**config.mk**
```make
export PLATFORM = sky130hd
export DESIGN_NAME = output_gate_top
export DESIGN_NICKNAME = d
export VERILOG_FILES = /design/src/common/gate_lut_pkg.sv /design/src/common/gate_num_pkg.sv /design/src/common/gate_term_if.sv /design/src/rtl/output_gate_top.sv /design/src/logistic/gate_logistic_stage.sv /design/src/rtl/gate_sum_stage.sv /design/src/rtl/gate_product_stage.sv
export SDC_FILE = /design/constraint.sdc
export NUM_CORES = 2
export LEC_CHECK = 0
export BUFFER_PORTS_ARGS = -buffer_cell sky130_fd_sc_hd__buf_2
export CORE_ASPECT_RATIO = 1.75
export CORE_MARGIN = 2
export CORE_UTILIZATION = 55
export CTS_CLUSTER_SIZE = 28
export DETAILED_ROUTE_END_ITERATION = 10
export GPL_TIMING_DRIVEN = 0
export PLACE_DENSITY = 0.72
export SLEW_MARGIN = 20
export SYNTH_ARGS = -nofsm -noshare
export SYNTH_HDL_FRONTEND = slang
export SYNTH_SLANG_ARGS = --single-unit
```
**constraint.sdc**
```tcl
create_clock -name CLK -period 15.9 [get_ports CLK]
set_input_delay 3.18 -clock CLK [delete_from_list [all_inputs] [get_ports CLK]]
set_output_delay 3.18 -clock CLK [all_outputs]
set_load 0.02 [all_outputs]
```
**src/common/gate_lut_pkg.sv**
```systemverilog
// Logistic lookup table
// Base points of the piecewise-linear sigmoid on [0, 8]
`default_nettype none

package gate_lut_pkg;

  ///////////////////////////////////////////////////////////////////////
  // Segments
  ///////////////////////////////////////////////////////////////////////

  // Unit-wide segments on the positive half
  localparam int seg_n = 8;

  // sigmoid(i) * 2048, rounded to nearest, i = 0 .. seg_n
  // Flat at 2047 from the last point on
  localparam logic [11:0] sig_base [0:seg_n] = '{
    12'd1024,
    12'd1497,
    12'd1804,
    12'd1951,
    12'd2011,
    12'd2034,
    12'd2043,
    12'd2046,
    12'd2047
  };

endpackage

`default_nettype wire

```
**src/common/gate_num_pkg.sv**
```systemverilog
// Output gate number format
// Q4.11 data words, full-width Q8.22 products and the
// two-way view of the pre-activation word
`default_nettype none

package gate_num_pkg;

  ///////////////////////////////////////////////////////////////////////
  // Widths
  ///////////////////////////////////////////////////////////////////////

  // Every data word on the stream
  localparam int word_w = 16;
  // Fractional bits of a word
  localparam int frac_w = 11;
  // Integer bits, sign excluded
  localparam int int_w  = 4;
  // Full product of two words
  localparam int prod_w = 32;

  ///////////////////////////////////////////////////////////////////////
  // Types
  ///////////////////////////////////////////////////////////////////////

  // Signed Q4.11 value
  typedef logic signed [word_w-1:0] word_t;

  // Signed Q8.22 product, never rounded
  typedef logic signed [prod_w-1:0] prod_t;

  // Bit fields of a Q4.11 word
  typedef struct packed {
    logic              sign;
    logic [int_w-1:0]  int_part;
    logic [frac_w-1:0] frac;
  } word_fields_t;

  // Pre-activation word
  // Value view for sign test and negation, field view for segment lookup
  typedef union packed {
    word_t        value;
    word_fields_t fields;
  } pre_word_u;

  ///////////////////////////////////////////////////////////////////////
  // Constants
  ///////////////////////////////////////////////////////////////////////

  // 1.0 in Q4.11
  localparam word_t one_q = 16'sd2048;

endpackage

`default_nettype wire
```
**src/common/gate_term_if.sv**
```systemverilog
// Product-to-sum link
// Three registered products, the bias and the element flags
`timescale 1ns/100ps
`default_nettype none

interface gate_term_if;

  // Element strobe, one cycle per element
  logic                  valid;
  // End of vector, qualified by valid
  logic                  last;

  // Weighted products in Q8.22
  gate_num_pkg::prod_t   p_wx;
  gate_num_pkg::prod_t   p_kr;
  gate_num_pkg::prod_t   p_uh;

  // Bias still in Q4.11
  gate_num_pkg::word_t   bias;

  // Product stage side
  modport src (output valid, last, p_wx, p_kr, p_uh, bias);

  // Sum stage side
  modport dst (input valid, last, p_wx, p_kr, p_uh, bias);

endinterface

`default_nettype wire

```
**src/rtl/output_gate_top.sv**
```systemverilog
// Output gate top level
// o = sigmoid(w*x + k*r + u*h + b) per element, three-stage stream
// One element per cycle, result three cycles after the strobe
`timescale 1ns/100ps
`default_nettype none

module output_gate_top (
  input  logic                CLK,
  input  logic                RST,

  // Input element
  input  logic                in_valid,
  input  logic                in_last,
  input  gate_num_pkg::word_t w,
  input  gate_num_pkg::word_t x,
  input  gate_num_pkg::word_t k,
  input  gate_num_pkg::word_t r,
  input  gate_num_pkg::word_t u,
  input  gate_num_pkg::word_t h,
  input  gate_num_pkg::word_t b,

  // Gate output, no back-pressure
  output logic                out_valid,
  output logic                out_last,
  output gate_num_pkg::word_t o
);

  ///////////////////////////////////////////////////////////////////////
  // Stage links
  ///////////////////////////////////////////////////////////////////////

  gate_term_if          terms ();

  logic                 pre_valid;
  logic                 pre_last;
  gate_num_pkg::word_t  pre;

  ///////////////////////////////////////////////////////////////////////
  // Pipeline
  ///////////////////////////////////////////////////////////////////////

  // Products
  gate_product_stage i_product (
    .CLK      (CLK),
    .RST      (RST),
    .in_valid (in_valid),
    .in_last  (in_last),
    .w        (w),
    .x        (x),
    .k        (k),
    .r        (r),
    .u        (u),
    .h        (h),
    .b        (b),
    .terms    (terms.src)
  );

  // Biased sum, saturated
  gate_sum_stage i_sum (
    .CLK       (CLK),
    .RST       (RST),
    .terms     (terms.dst),
    .pre_valid (pre_valid),
    .pre_last  (pre_last),
    .pre       (pre)
  );

  // Sigmoid
  gate_logistic_stage i_logistic (
    .CLK       (CLK),
    .RST       (RST),
    .pre_valid (pre_valid),
    .pre_last  (pre_last),
    .pre       (pre),
    .out_valid (out_valid),
    .out_last  (out_last),
    .o         (o)
  );

endmodule

`default_nettype wire

```
**src/logistic/gate_logistic_stage.sv**
```systemverilog
// Output gate, stage 3
// Piecewise-linear sigmoid over unit segments on [0, 8],
// mirrored for negative inputs as 1 - sigmoid(|x|)
`timescale 1ns/100ps
`default_nettype none

module gate_logistic_stage (
  input  logic                 CLK,
  input  logic                 RST,

  // Pre-activation from the sum stage
  input  logic                 pre_valid,
  input  logic                 pre_last,
  input  gate_num_pkg::word_t  pre,

  // Gate value in Q4.11 strictly between 0 and 1
  output logic                 out_valid,
  output logic                 out_last,
  output gate_num_pkg::word_t  o
);

  // Segment index width
  localparam int seg_w = $clog2(gate_lut_pkg::seg_n);

  localparam gate_num_pkg::word_t word_max = {1'b0, {(gate_num_pkg::word_w-1){1'b1}}};
  localparam gate_num_pkg::word_t word_min = {1'b1, {(gate_num_pkg::word_w-1){1'b0}}};

  gate_num_pkg::pre_word_u   pre_u;
  gate_num_pkg::pre_word_u   mag_u;
  logic                      neg;
  logic [seg_w-1:0]          seg;
  logic [11:0]               base_lo;
  logic [11:0]               base_hi;
  logic [11:0]               step;
  logic [22:0]               ramp;
  logic [11:0]               y;

  ///////////////////////////////////////////////////////////////////////
  // Magnitude
  ///////////////////////////////////////////////////////////////////////

  always_comb begin
    pre_u.value = pre;
    neg         = pre_u.value < 0;
    // -32768 has no positive twin, folds onto 32767
    if (!neg) begin
      mag_u.value = pre_u.value;
    end else if (pre_u.value == word_min) begin
      mag_u.value = word_max;
    end else begin
      mag_u.value = -pre_u.value;
    end
  end

  ///////////////////////////////////////////////////////////////////////
  // Segment interpolation
  ///////////////////////////////////////////////////////////////////////

  always_comb begin
    // Low bits of the integer part pick the segment
    seg     = mag_u.fields.int_part[seg_w-1:0];
    base_lo = gate_lut_pkg::sig_base[seg];
    base_hi = gate_lut_pkg::sig_base[seg + 1];
    step    = base_hi - base_lo;
    // Slope times fractional offset, back to Q.11
    ramp    = step * mag_u.fields.frac;

    // Flat tail past the table
    if (mag_u.fields.int_part >= gate_lut_pkg::seg_n) begin
      y = gate_lut_pkg::sig_base[gate_lut_pkg::seg_n];
    end else begin
      y = base_lo + ramp[gate_num_pkg::frac_w +: 12];
    end
  end

  ///////////////////////////////////////////////////////////////////////
  // Output register
  ///////////////////////////////////////////////////////////////////////

  always_ff @(posedge CLK or posedge RST) begin
    if (RST) begin
      out_valid <= 1'b0;
      out_last  <= 1'b0;
      o         <= '0;
    end else begin
      out_valid <= pre_valid;
      out_last  <= pre_valid & pre_last;
      if (pre_valid) begin
        // Odd symmetry about 0.5
        o <= neg ? gate_num_pkg::word_t'(gate_num_pkg::one_q - y)
                 : gate_num_pkg::word_t'(y);
      end
    end
  end

endmodule

`default_nettype wire

```
**src/rtl/gate_sum_stage.sv**
```systemverilog
// Output gate, stage 2
// Biased sum of the three products, floor rescale to Q4.11
// and saturation to the word range
`timescale 1ns/100ps
`default_nettype none

module gate_sum_stage (
  input  logic                 CLK,
  input  logic                 RST,

  // From the product stage
  gate_term_if.dst             terms,

  // Pre-activation to the logistic stage
  output logic                 pre_valid,
  output logic                 pre_last,
  output gate_num_pkg::word_t  pre
);

  // Two guard bits over the product width
  localparam int acc_w = gate_num_pkg::prod_w + 2;

  typedef logic signed [acc_w-1:0] acc_t;

  // Word range in accumulator width
  localparam acc_t word_max = (acc_t'(1) <<< (gate_num_pkg::word_w - 1)) - acc_t'(1);
  localparam acc_t word_min = -(acc_t'(1) <<< (gate_num_pkg::word_w - 1));

  acc_t                bias_al;
  acc_t                acc;
  acc_t                scaled;
  gate_num_pkg::word_t sat;

  ///////////////////////////////////////////////////////////////////////
  // Sum and rescale
  ///////////////////////////////////////////////////////////////////////

  always_comb begin
    // Bias up to Q8.22
    bias_al = acc_t'(terms.bias) <<< gate_num_pkg::frac_w;
    acc     = acc_t'(terms.p_wx) + acc_t'(terms.p_kr) + acc_t'(terms.p_uh) + bias_al;
    // Arithmetic shift, rounds toward minus infinity
    scaled  = acc >>> gate_num_pkg::frac_w;

    // Clamp
    if (scaled > word_max) begin
      sat = word_max[gate_num_pkg::word_w-1:0];
    end else if (scaled < word_min) begin
      sat = word_min[gate_num_pkg::word_w-1:0];
    end else begin
      sat = scaled[gate_num_pkg::word_w-1:0];
    end
  end

  ///////////////////////////////////////////////////////////////////////
  // Output register
  ///////////////////////////////////////////////////////////////////////

  always_ff @(posedge CLK or posedge RST) begin
    if (RST) begin
      pre_valid <= 1'b0;
      pre_last  <= 1'b0;
      pre       <= '0;
    end else begin
      pre_valid <= terms.valid;
      pre_last  <= terms.valid & terms.last;
      if (terms.valid) begin
        pre <= sat;
      end
    end
  end

endmodule

`default_nettype wire

```
**src/rtl/gate_product_stage.sv**
```systemverilog
// Output gate, stage 1
// Registered elementwise products w*x, k*r and u*h at full width
`timescale 1ns/100ps
`default_nettype none

module gate_product_stage (
  input  logic                CLK,
  input  logic                RST,

  // Element strobe and end of vector
  input  logic                in_valid,
  input  logic                in_last,

  // Weight/input pairs and bias
  input  gate_num_pkg::word_t w,
  input  gate_num_pkg::word_t x,
  input  gate_num_pkg::word_t k,
  input  gate_num_pkg::word_t r,
  input  gate_num_pkg::word_t u,
  input  gate_num_pkg::word_t h,
  input  gate_num_pkg::word_t b,

  // To the sum stage
  gate_term_if.src            terms
);

  ///////////////////////////////////////////////////////////////////////
  // Flags
  ///////////////////////////////////////////////////////////////////////

  // One register of delay, last only seen together with valid
  always_ff @(posedge CLK or posedge RST) begin
    if (RST) begin
      terms.valid <= 1'b0;
      terms.last  <= 1'b0;
    end else begin
      terms.valid <= in_valid;
      terms.last  <= in_valid & in_last;
    end
  end

  ///////////////////////////////////////////////////////////////////////
  // Products
  ///////////////////////////////////////////////////////////////////////

  // Signed 16x16 into 32, no rounding here
  // Held between strobes
  always_ff @(posedge CLK or posedge RST) begin
    if (RST) begin
      terms.p_wx <= '0;
      terms.p_kr <= '0;
      terms.p_uh <= '0;
      terms.bias <= '0;
    end else if (in_valid) begin
      terms.p_wx <= w * x;
      terms.p_kr <= k * r;
      terms.p_uh <= u * h;
      // Bias passes through, aligned later
      terms.bias <= b;
    end
  end

endmodule

`default_nettype wire

```
Word level (Yosys, flattened, before mapping) --
Memories as Yosys holds them, arrays and structs flattened. Index checks and enable logic that the tools add are counted.
Operators by class: multiplexer cells 10, equal/unequal tests 1, bitwise gates (word level) 5, order comparisons 6, add/subtract/negate cells 8, $mul 4, div/mod/pow operators 0, reductions and logical operators 0, shift operators 0
Operator list (number):
- 16-bit by 16-bit multiplier with 32-bit output | 3
- 12-bit two-way mux | 5
- 16-bit two-way mux | 3
- 33-bit by 32-bit adder with 34-bit output | 1
- 34-bit by 27-bit adder with 34-bit output | 1
- 32-bit by 32-bit adder with 33-bit output | 1
- 33-bit by 5-bit >= comparator with 1-bit output, second input constant | 1
- 32-bit inverter with 33-bit output | 1
- 15-bit two-way mux | 2
- 23-bit by 16-bit > comparator with 1-bit output, second input constant | 1
- 23-bit by 16-bit < comparator with 1-bit output, second input constant | 1
- 12-bit by 11-bit multiplier with 23-bit output | 1
- 16-bit == test, second input constant | 1
- 16-bit by 1-bit < comparator with 1-bit output, second input constant | 1
- 15-bit negation | 1
- 12-bit by 12-bit subtractor with 13-bit output, first input constant | 1
- 12-bit adder | 1
- 12-bit subtractor | 1
- 4-bit by 5-bit >= comparator with 1-bit output, second input constant | 1
- 3-bit by 1-bit adder with 4-bit output, second input constant | 1
- 4-bit >= comparator, second input constant | 1
- 3-bit inverter with 4-bit output | 1
- 1-bit bitwise AND | 3
Word-level totals: memories kept 2, logic and storage cells 48, latch bits 0, bits in writable memories 0, register bits after elaboration 150, output and inout bits 18, input bits 116, bits in read-only memories 384
Memories:
- (name not given) | words 16, width 12, rd ports 1, clocked after Yosys merged registers in 0, write ports 0, line gate_logistic_stage.sv:63 | base_hi = gate_lut_pkg::sig_base[seg + 1];
- (name not given) | words 16, width 12, rd ports 1, clocked after Yosys merged registers in 0, write ports 0, line gate_logistic_stage.sv:62 | base_lo = gate_lut_pkg::sig_base[seg];

Logic depth before layout (Yosys ltp) --
depth in word-level cells 14, mapped depth 54, gate-level depth less buffers 52

Cells and area by module --
A second synthesis with hierarchy kept.
Second synthesis, totals: cells, all modules 4894, area, all modules 44591.5 um^2
By module, submodules not included:
- gate_product_stage | instances 1, area an instance 33628.5 um^2, cells an instance 3541, sequential area each 2852.7 um^2
- gate_logistic_stage | instances 1, area an instance 6665.1 um^2, cells an instance 820, sequential area each 375.4 um^2
- gate_sum_stage | instances 1, area an instance 4297.9 um^2, cells an instance 533, sequential area each 450.4 um^2

Worst setup path before layout --
No wires, ideal clock.
path kind register to register, start point register i_sum.pre[0], end point register i_logistic.o[11], setup time 0.120 ns, path buffers 3, setup slack 4.026 ns, clock period less this slack 11.874 ns, data arrival time 11.754 ns, cell stages (with the launch flop) 54, cell sequence dfrtp_1 -> clkbuf_1 -> inv_1 -> ha_1 -> or4b_1 -> buf_2 -> nor4_1 -> clkbuf_1 -> or2_2 -> ha_1 -> inv_1 -> xnor2_1 -> ha_1 -> a31oi_1 -> ha_1 -> inv_1 -> fa_1 -> a21o_1 -> [18 not listed] -> nand3_1 -> a211oi_2 -> or3_1 -> a21oi_1 -> xnor2_1 -> ha_1 -> fa_1 -> a21o_1 -> a21oi_1 -> o21bai_1 -> a2111oi_0 -> nor2_1 -> xnor2_1 -> or4_1 -> nor3_1 -> nand2_1 -> xor2_1 -> a31o_1
On the way: word-level cells in the longest chain between the ends 14, elaborated cells between the ends (all ways) 21, classes of those cells add/sub (5); mul (1); order compare (2); eq/ne (1); mux (8); bitwise (2); memory (2)
Ends and longest elaborated chain:
- start: declaration | line gate_sum_stage.sv:17 | output gate_num_pkg::word_t pre
- start signal: assignment | line gate_sum_stage.sv:68 | pre <= sat;
- 15-bit negation or 16-bit == test (tied branches) | line gate_logistic_stage.sv:51, gate_logistic_stage.sv:48
- 15-bit two-way mux | line gate_logistic_stage.sv:48 | end else if (pre_u.value == word_min) begin
- 15-bit two-way mux | line gate_logistic_stage.sv:46 | if (!neg) begin
- 3-bit by 1-bit adder with 4-bit output | line gate_logistic_stage.sv:63
- 32-bit inverter with 33-bit output (implied by the code) | line gate_logistic_stage.sv:63
- memory read 16 x 12 bit
- 12-bit two-way mux (implied by the code) (2 in series) | line gate_logistic_stage.sv:63
- 12-bit subtractor | line gate_logistic_stage.sv:64 | step = base_hi - base_lo;
- 12-bit by 11-bit multiplier with 23-bit output | line gate_logistic_stage.sv:66 | ramp = step * mag_u.fields.frac;
- 12-bit adder | line gate_logistic_stage.sv:72 | y = base_lo + ramp[gate_num_pkg::frac_w +: 12];
- 12-bit two-way mux | line gate_logistic_stage.sv:69 | if (mag_u.fields.int_part >= gate_lut_pkg::seg_n) begin
- 12-bit by 12-bit subtractor with 13-bit output | line gate_logistic_stage.sv:90 | o <= neg ? gate_num_pkg::word_t'(gate_num_pkg::one_q - y)
- 16-bit two-way mux * | line gate_logistic_stage.sv:90
- end signal: assignment | line gate_logistic_stage.sv:90
- end: declaration | line gate_logistic_stage.sv:19 | output gate_num_pkg::word_t o
Every way passes the cells marked *; elsewhere a longest branch is shown, timed or not. The select of a mux whose other input is x is not followed. A chain may end at the register's enable or synchronous reset.

Worst setup path after layout --
Same ends and word-level chain as after synthesis.

==> summary.txt <==
Die Area - 79,700 um2
synthesis-stage register bit count - 147
period utilization - 85.3%
sequential share of the synthesized area - 8.64%
DR vias - 31,400
critical path endpoint - i_logistic.o[11]$_DFFE_PP0P_
Placement Rows - 135
clk_lat worst skew - 0.45 ns
mean routed wirelength per cell - 19.3 um
Hold Fails Final Rpt - 0
slowest stage delay, CP - 0.60 ns
slowest stage cell, crit path - a2111oi_0
RSZ-0062 raised after global routing - false
CTS Buf Count - 17
Hold-fix buffers, CTS - 0
placed instance area - 44,500 um2
DP HPWL - 96.4 mm
Die W - 214 um
synthesized cell area - 42,600 um2
Tmin final - 13.56 ns
Least-Margin Pin Slew - 0.874 ns
vias in the first global route - 34,600
largest net degree at the start of global routing - 87
Critical Path End Type - flip-flop
DR DRC count - 0
YS warnings - 0
worst hold start - i_product.terms.valid$_DFF_PP0_
Max-Cap Viols - 0
Clock Skews - 0.0140 ns
global route overflow - 0
Clock Sinks - 147
DR iter-0 viols - 1,482
status - complete, no violations
post-CTS sizing - 0
setup_tns - 0 ns
Setup violations, final - 0
number of antenna violations at the first check in global routing - 1
FF-to-FF setup slack - 2.34 ns
Final Max Slew Viols - 0
via density per instance - 5.50
Netlist cell types - 83
Setup crit start - i_sum.pre[0]$_DFFE_PP0P_
Post-synth ARST share - 100%
layout cells sized above 1 - 6.41%
DR pass1 iterations - 7
Antenna Nets Post-Route - 0
Crit Reg-Reg Endpoint - i_logistic.o[11]$_DFFE_PP0P_
Net Count, Synth - 5,933
crit path kind - flip-flop to flip-flop
Hold Slack - 0.416 ns
final instance area - 45,100 um2
Hold WC Path Type - flip-flop to flip-flop
Max Fclk - 73.7 MHz
CP dominant cell by count - inv_1
commonest non-fill, non-tap cell in the layout - inv_1
Port Buffers - 133
Slew HR - 40.8%
Critical Path Fanout Max - 10
FF-to-FF Start - i_sum.pre[0]$_DFFE_PP0P_
Synth Instances - 4,515
dpl cells - 5,676
number of nets in the layout - 6,086
Post-Route WL - 110 mm
I/O pins - 134
first-pass GRT wire length - 178 mm
routability cong. - 0.951
Non-Filler Instances - 5,708
Worst EP required - 16.22 ns
CTS tree - done
startpoint class of the critical path - flip-flop
Syn Area/Cell - 9.43 um2
synthesis-to-finish area growth - 6.09%
top_reg_cell synth - dfrtp_1
chip height - 372 um
root buf cell - clkbuf_16
antenna diode count - 0
H-tree depth - 4
Initial Utilization - 55.3%
Post-CTS Setup Bufs - 0
Max Root-Sink Buffers - 2
depth of the worst register-to-register path - 53
Core Area - 77,000 um2
number of synthesized flops with an enable pin - 0
Critical Path AT - 13.88 ns
Worst-path clk slew - 0.07 ns
commonest cells after routing, fill and taps aside - inv_1, fa_1, nand2_1, ha_1, and2_1
Total GRT Usage - 28.7%
## routing by layer
layer  track usage, %  part of all wire, %  vias to the layer above
met2             54.1                   54                     1065
met1             30.6                   34                    15900
met4             18.9                  7.9                        2
met3             2.64                  4.2                      438
li1                 -                    -                    14000
met5                0                0.012                        -
## cells by family (layout without fill, tap and decap cells)
kind of cell,after synthesis,count (layout),synth area share [%]
fa+ha+maj,1302,1302,54.7
simple gates,1227,1227,13.9
buf+inv,1130,1296,10.0
compound gates,423,423,6.32
xor+xnor,188,188,3.89
flops,147,147,8.64
mux,98,98,2.59
## state kept, by name, indices dropped and copies added (netlist names)
register and count:
i_logistic.o 13, i_sum.pre_last 1, i_product.terms.last 1, i_sum.pre 16, i_sum.pre_valid 1, i_product.terms.bias 16, i_product.terms.p_uh 32, i_logistic.out_valid 1
i_product.terms.valid 1, i_product.terms.p_kr 32, i_logistic.out_last 1, i_product.terms.p_wx 32
## final cells by class
| type | count | area (um2) |
|---|---|---|
| multi-input cells | 3238 | 34600 |
| fillers | 6837 | 31900 |
| inverters | 987 | 3710 |
| flip-flops and latches | 147 | 3680 |
| well taps | 1027 | 1280 |
| repair buffers | 134 | 693 |
| plain buffers | 143 | 557 |
| clock buffers | 18 | 439 |
| clock inverters | 14 | 160 |
## metrics by stage
stage	setup slack, ns	utilization, %
2_1_floorplan	4.03	-
3_3_place_gp	2.61	57.8
3_5_place_dp	2.47	57.8
4_1_cts	2.41	58.6
5_1_grt	1.46	58.6
6_report	2.34	58.6
## synth_stat cells (all sizes together), types with 16 or more instances
cell type | instances | area (um2)
xor2 | 40 | 350
ha | 373 | 4670
mux2 | 96 | 1080
dfrtp | 147 | 3680
inv | 986 | 3700
or2 | 16 | 100
a21o | 55 | 413
and2 | 316 | 1980
fa | 929 | 18600
nand2b | 69 | 432
nor2 | 162 | 608
clkbuf | 131 | 492
xnor2 | 148 | 1300
o21ai | 94 | 482
nor3 | 24 | 120
nor2b | 19 | 119
nand3 | 30 | 150
o22ai | 18 | 113
nand2 | 538 | 2020
a21oi | 131 | 659
## worst max-delay path, delay by kind of cell, from the launching register on
family	cells	cell delay (ns)
compound gates	11	2.82
xor+xnor	5	1.14
fa+ha+maj	13	4.92
flops	1	0.36
buf+inv	11	1.36
simple gates	13	2.85
## worst min path at each step
stage,end,slack (ns),cells after the start
after floorplan,i_logistic.out_valid$_DFF_PP0_,0.35,0
after global placement,i_logistic.out_valid$_DFF_PP0_,0.41,0
after detailed placement,i_sum.pre_valid$_DFF_PP0_,0.40,0
after CTS,i_sum.pre_valid$_DFF_PP0_,0.42,0
after global routing,i_logistic.out_valid$_DFF_PP0_,0.44,0
final,i_sum.pre_valid$_DFF_PP0_,0.42,0
Power is not shown: default switching activity piles up to over one toggle a cycle in this logic, so the estimate is an artifact.
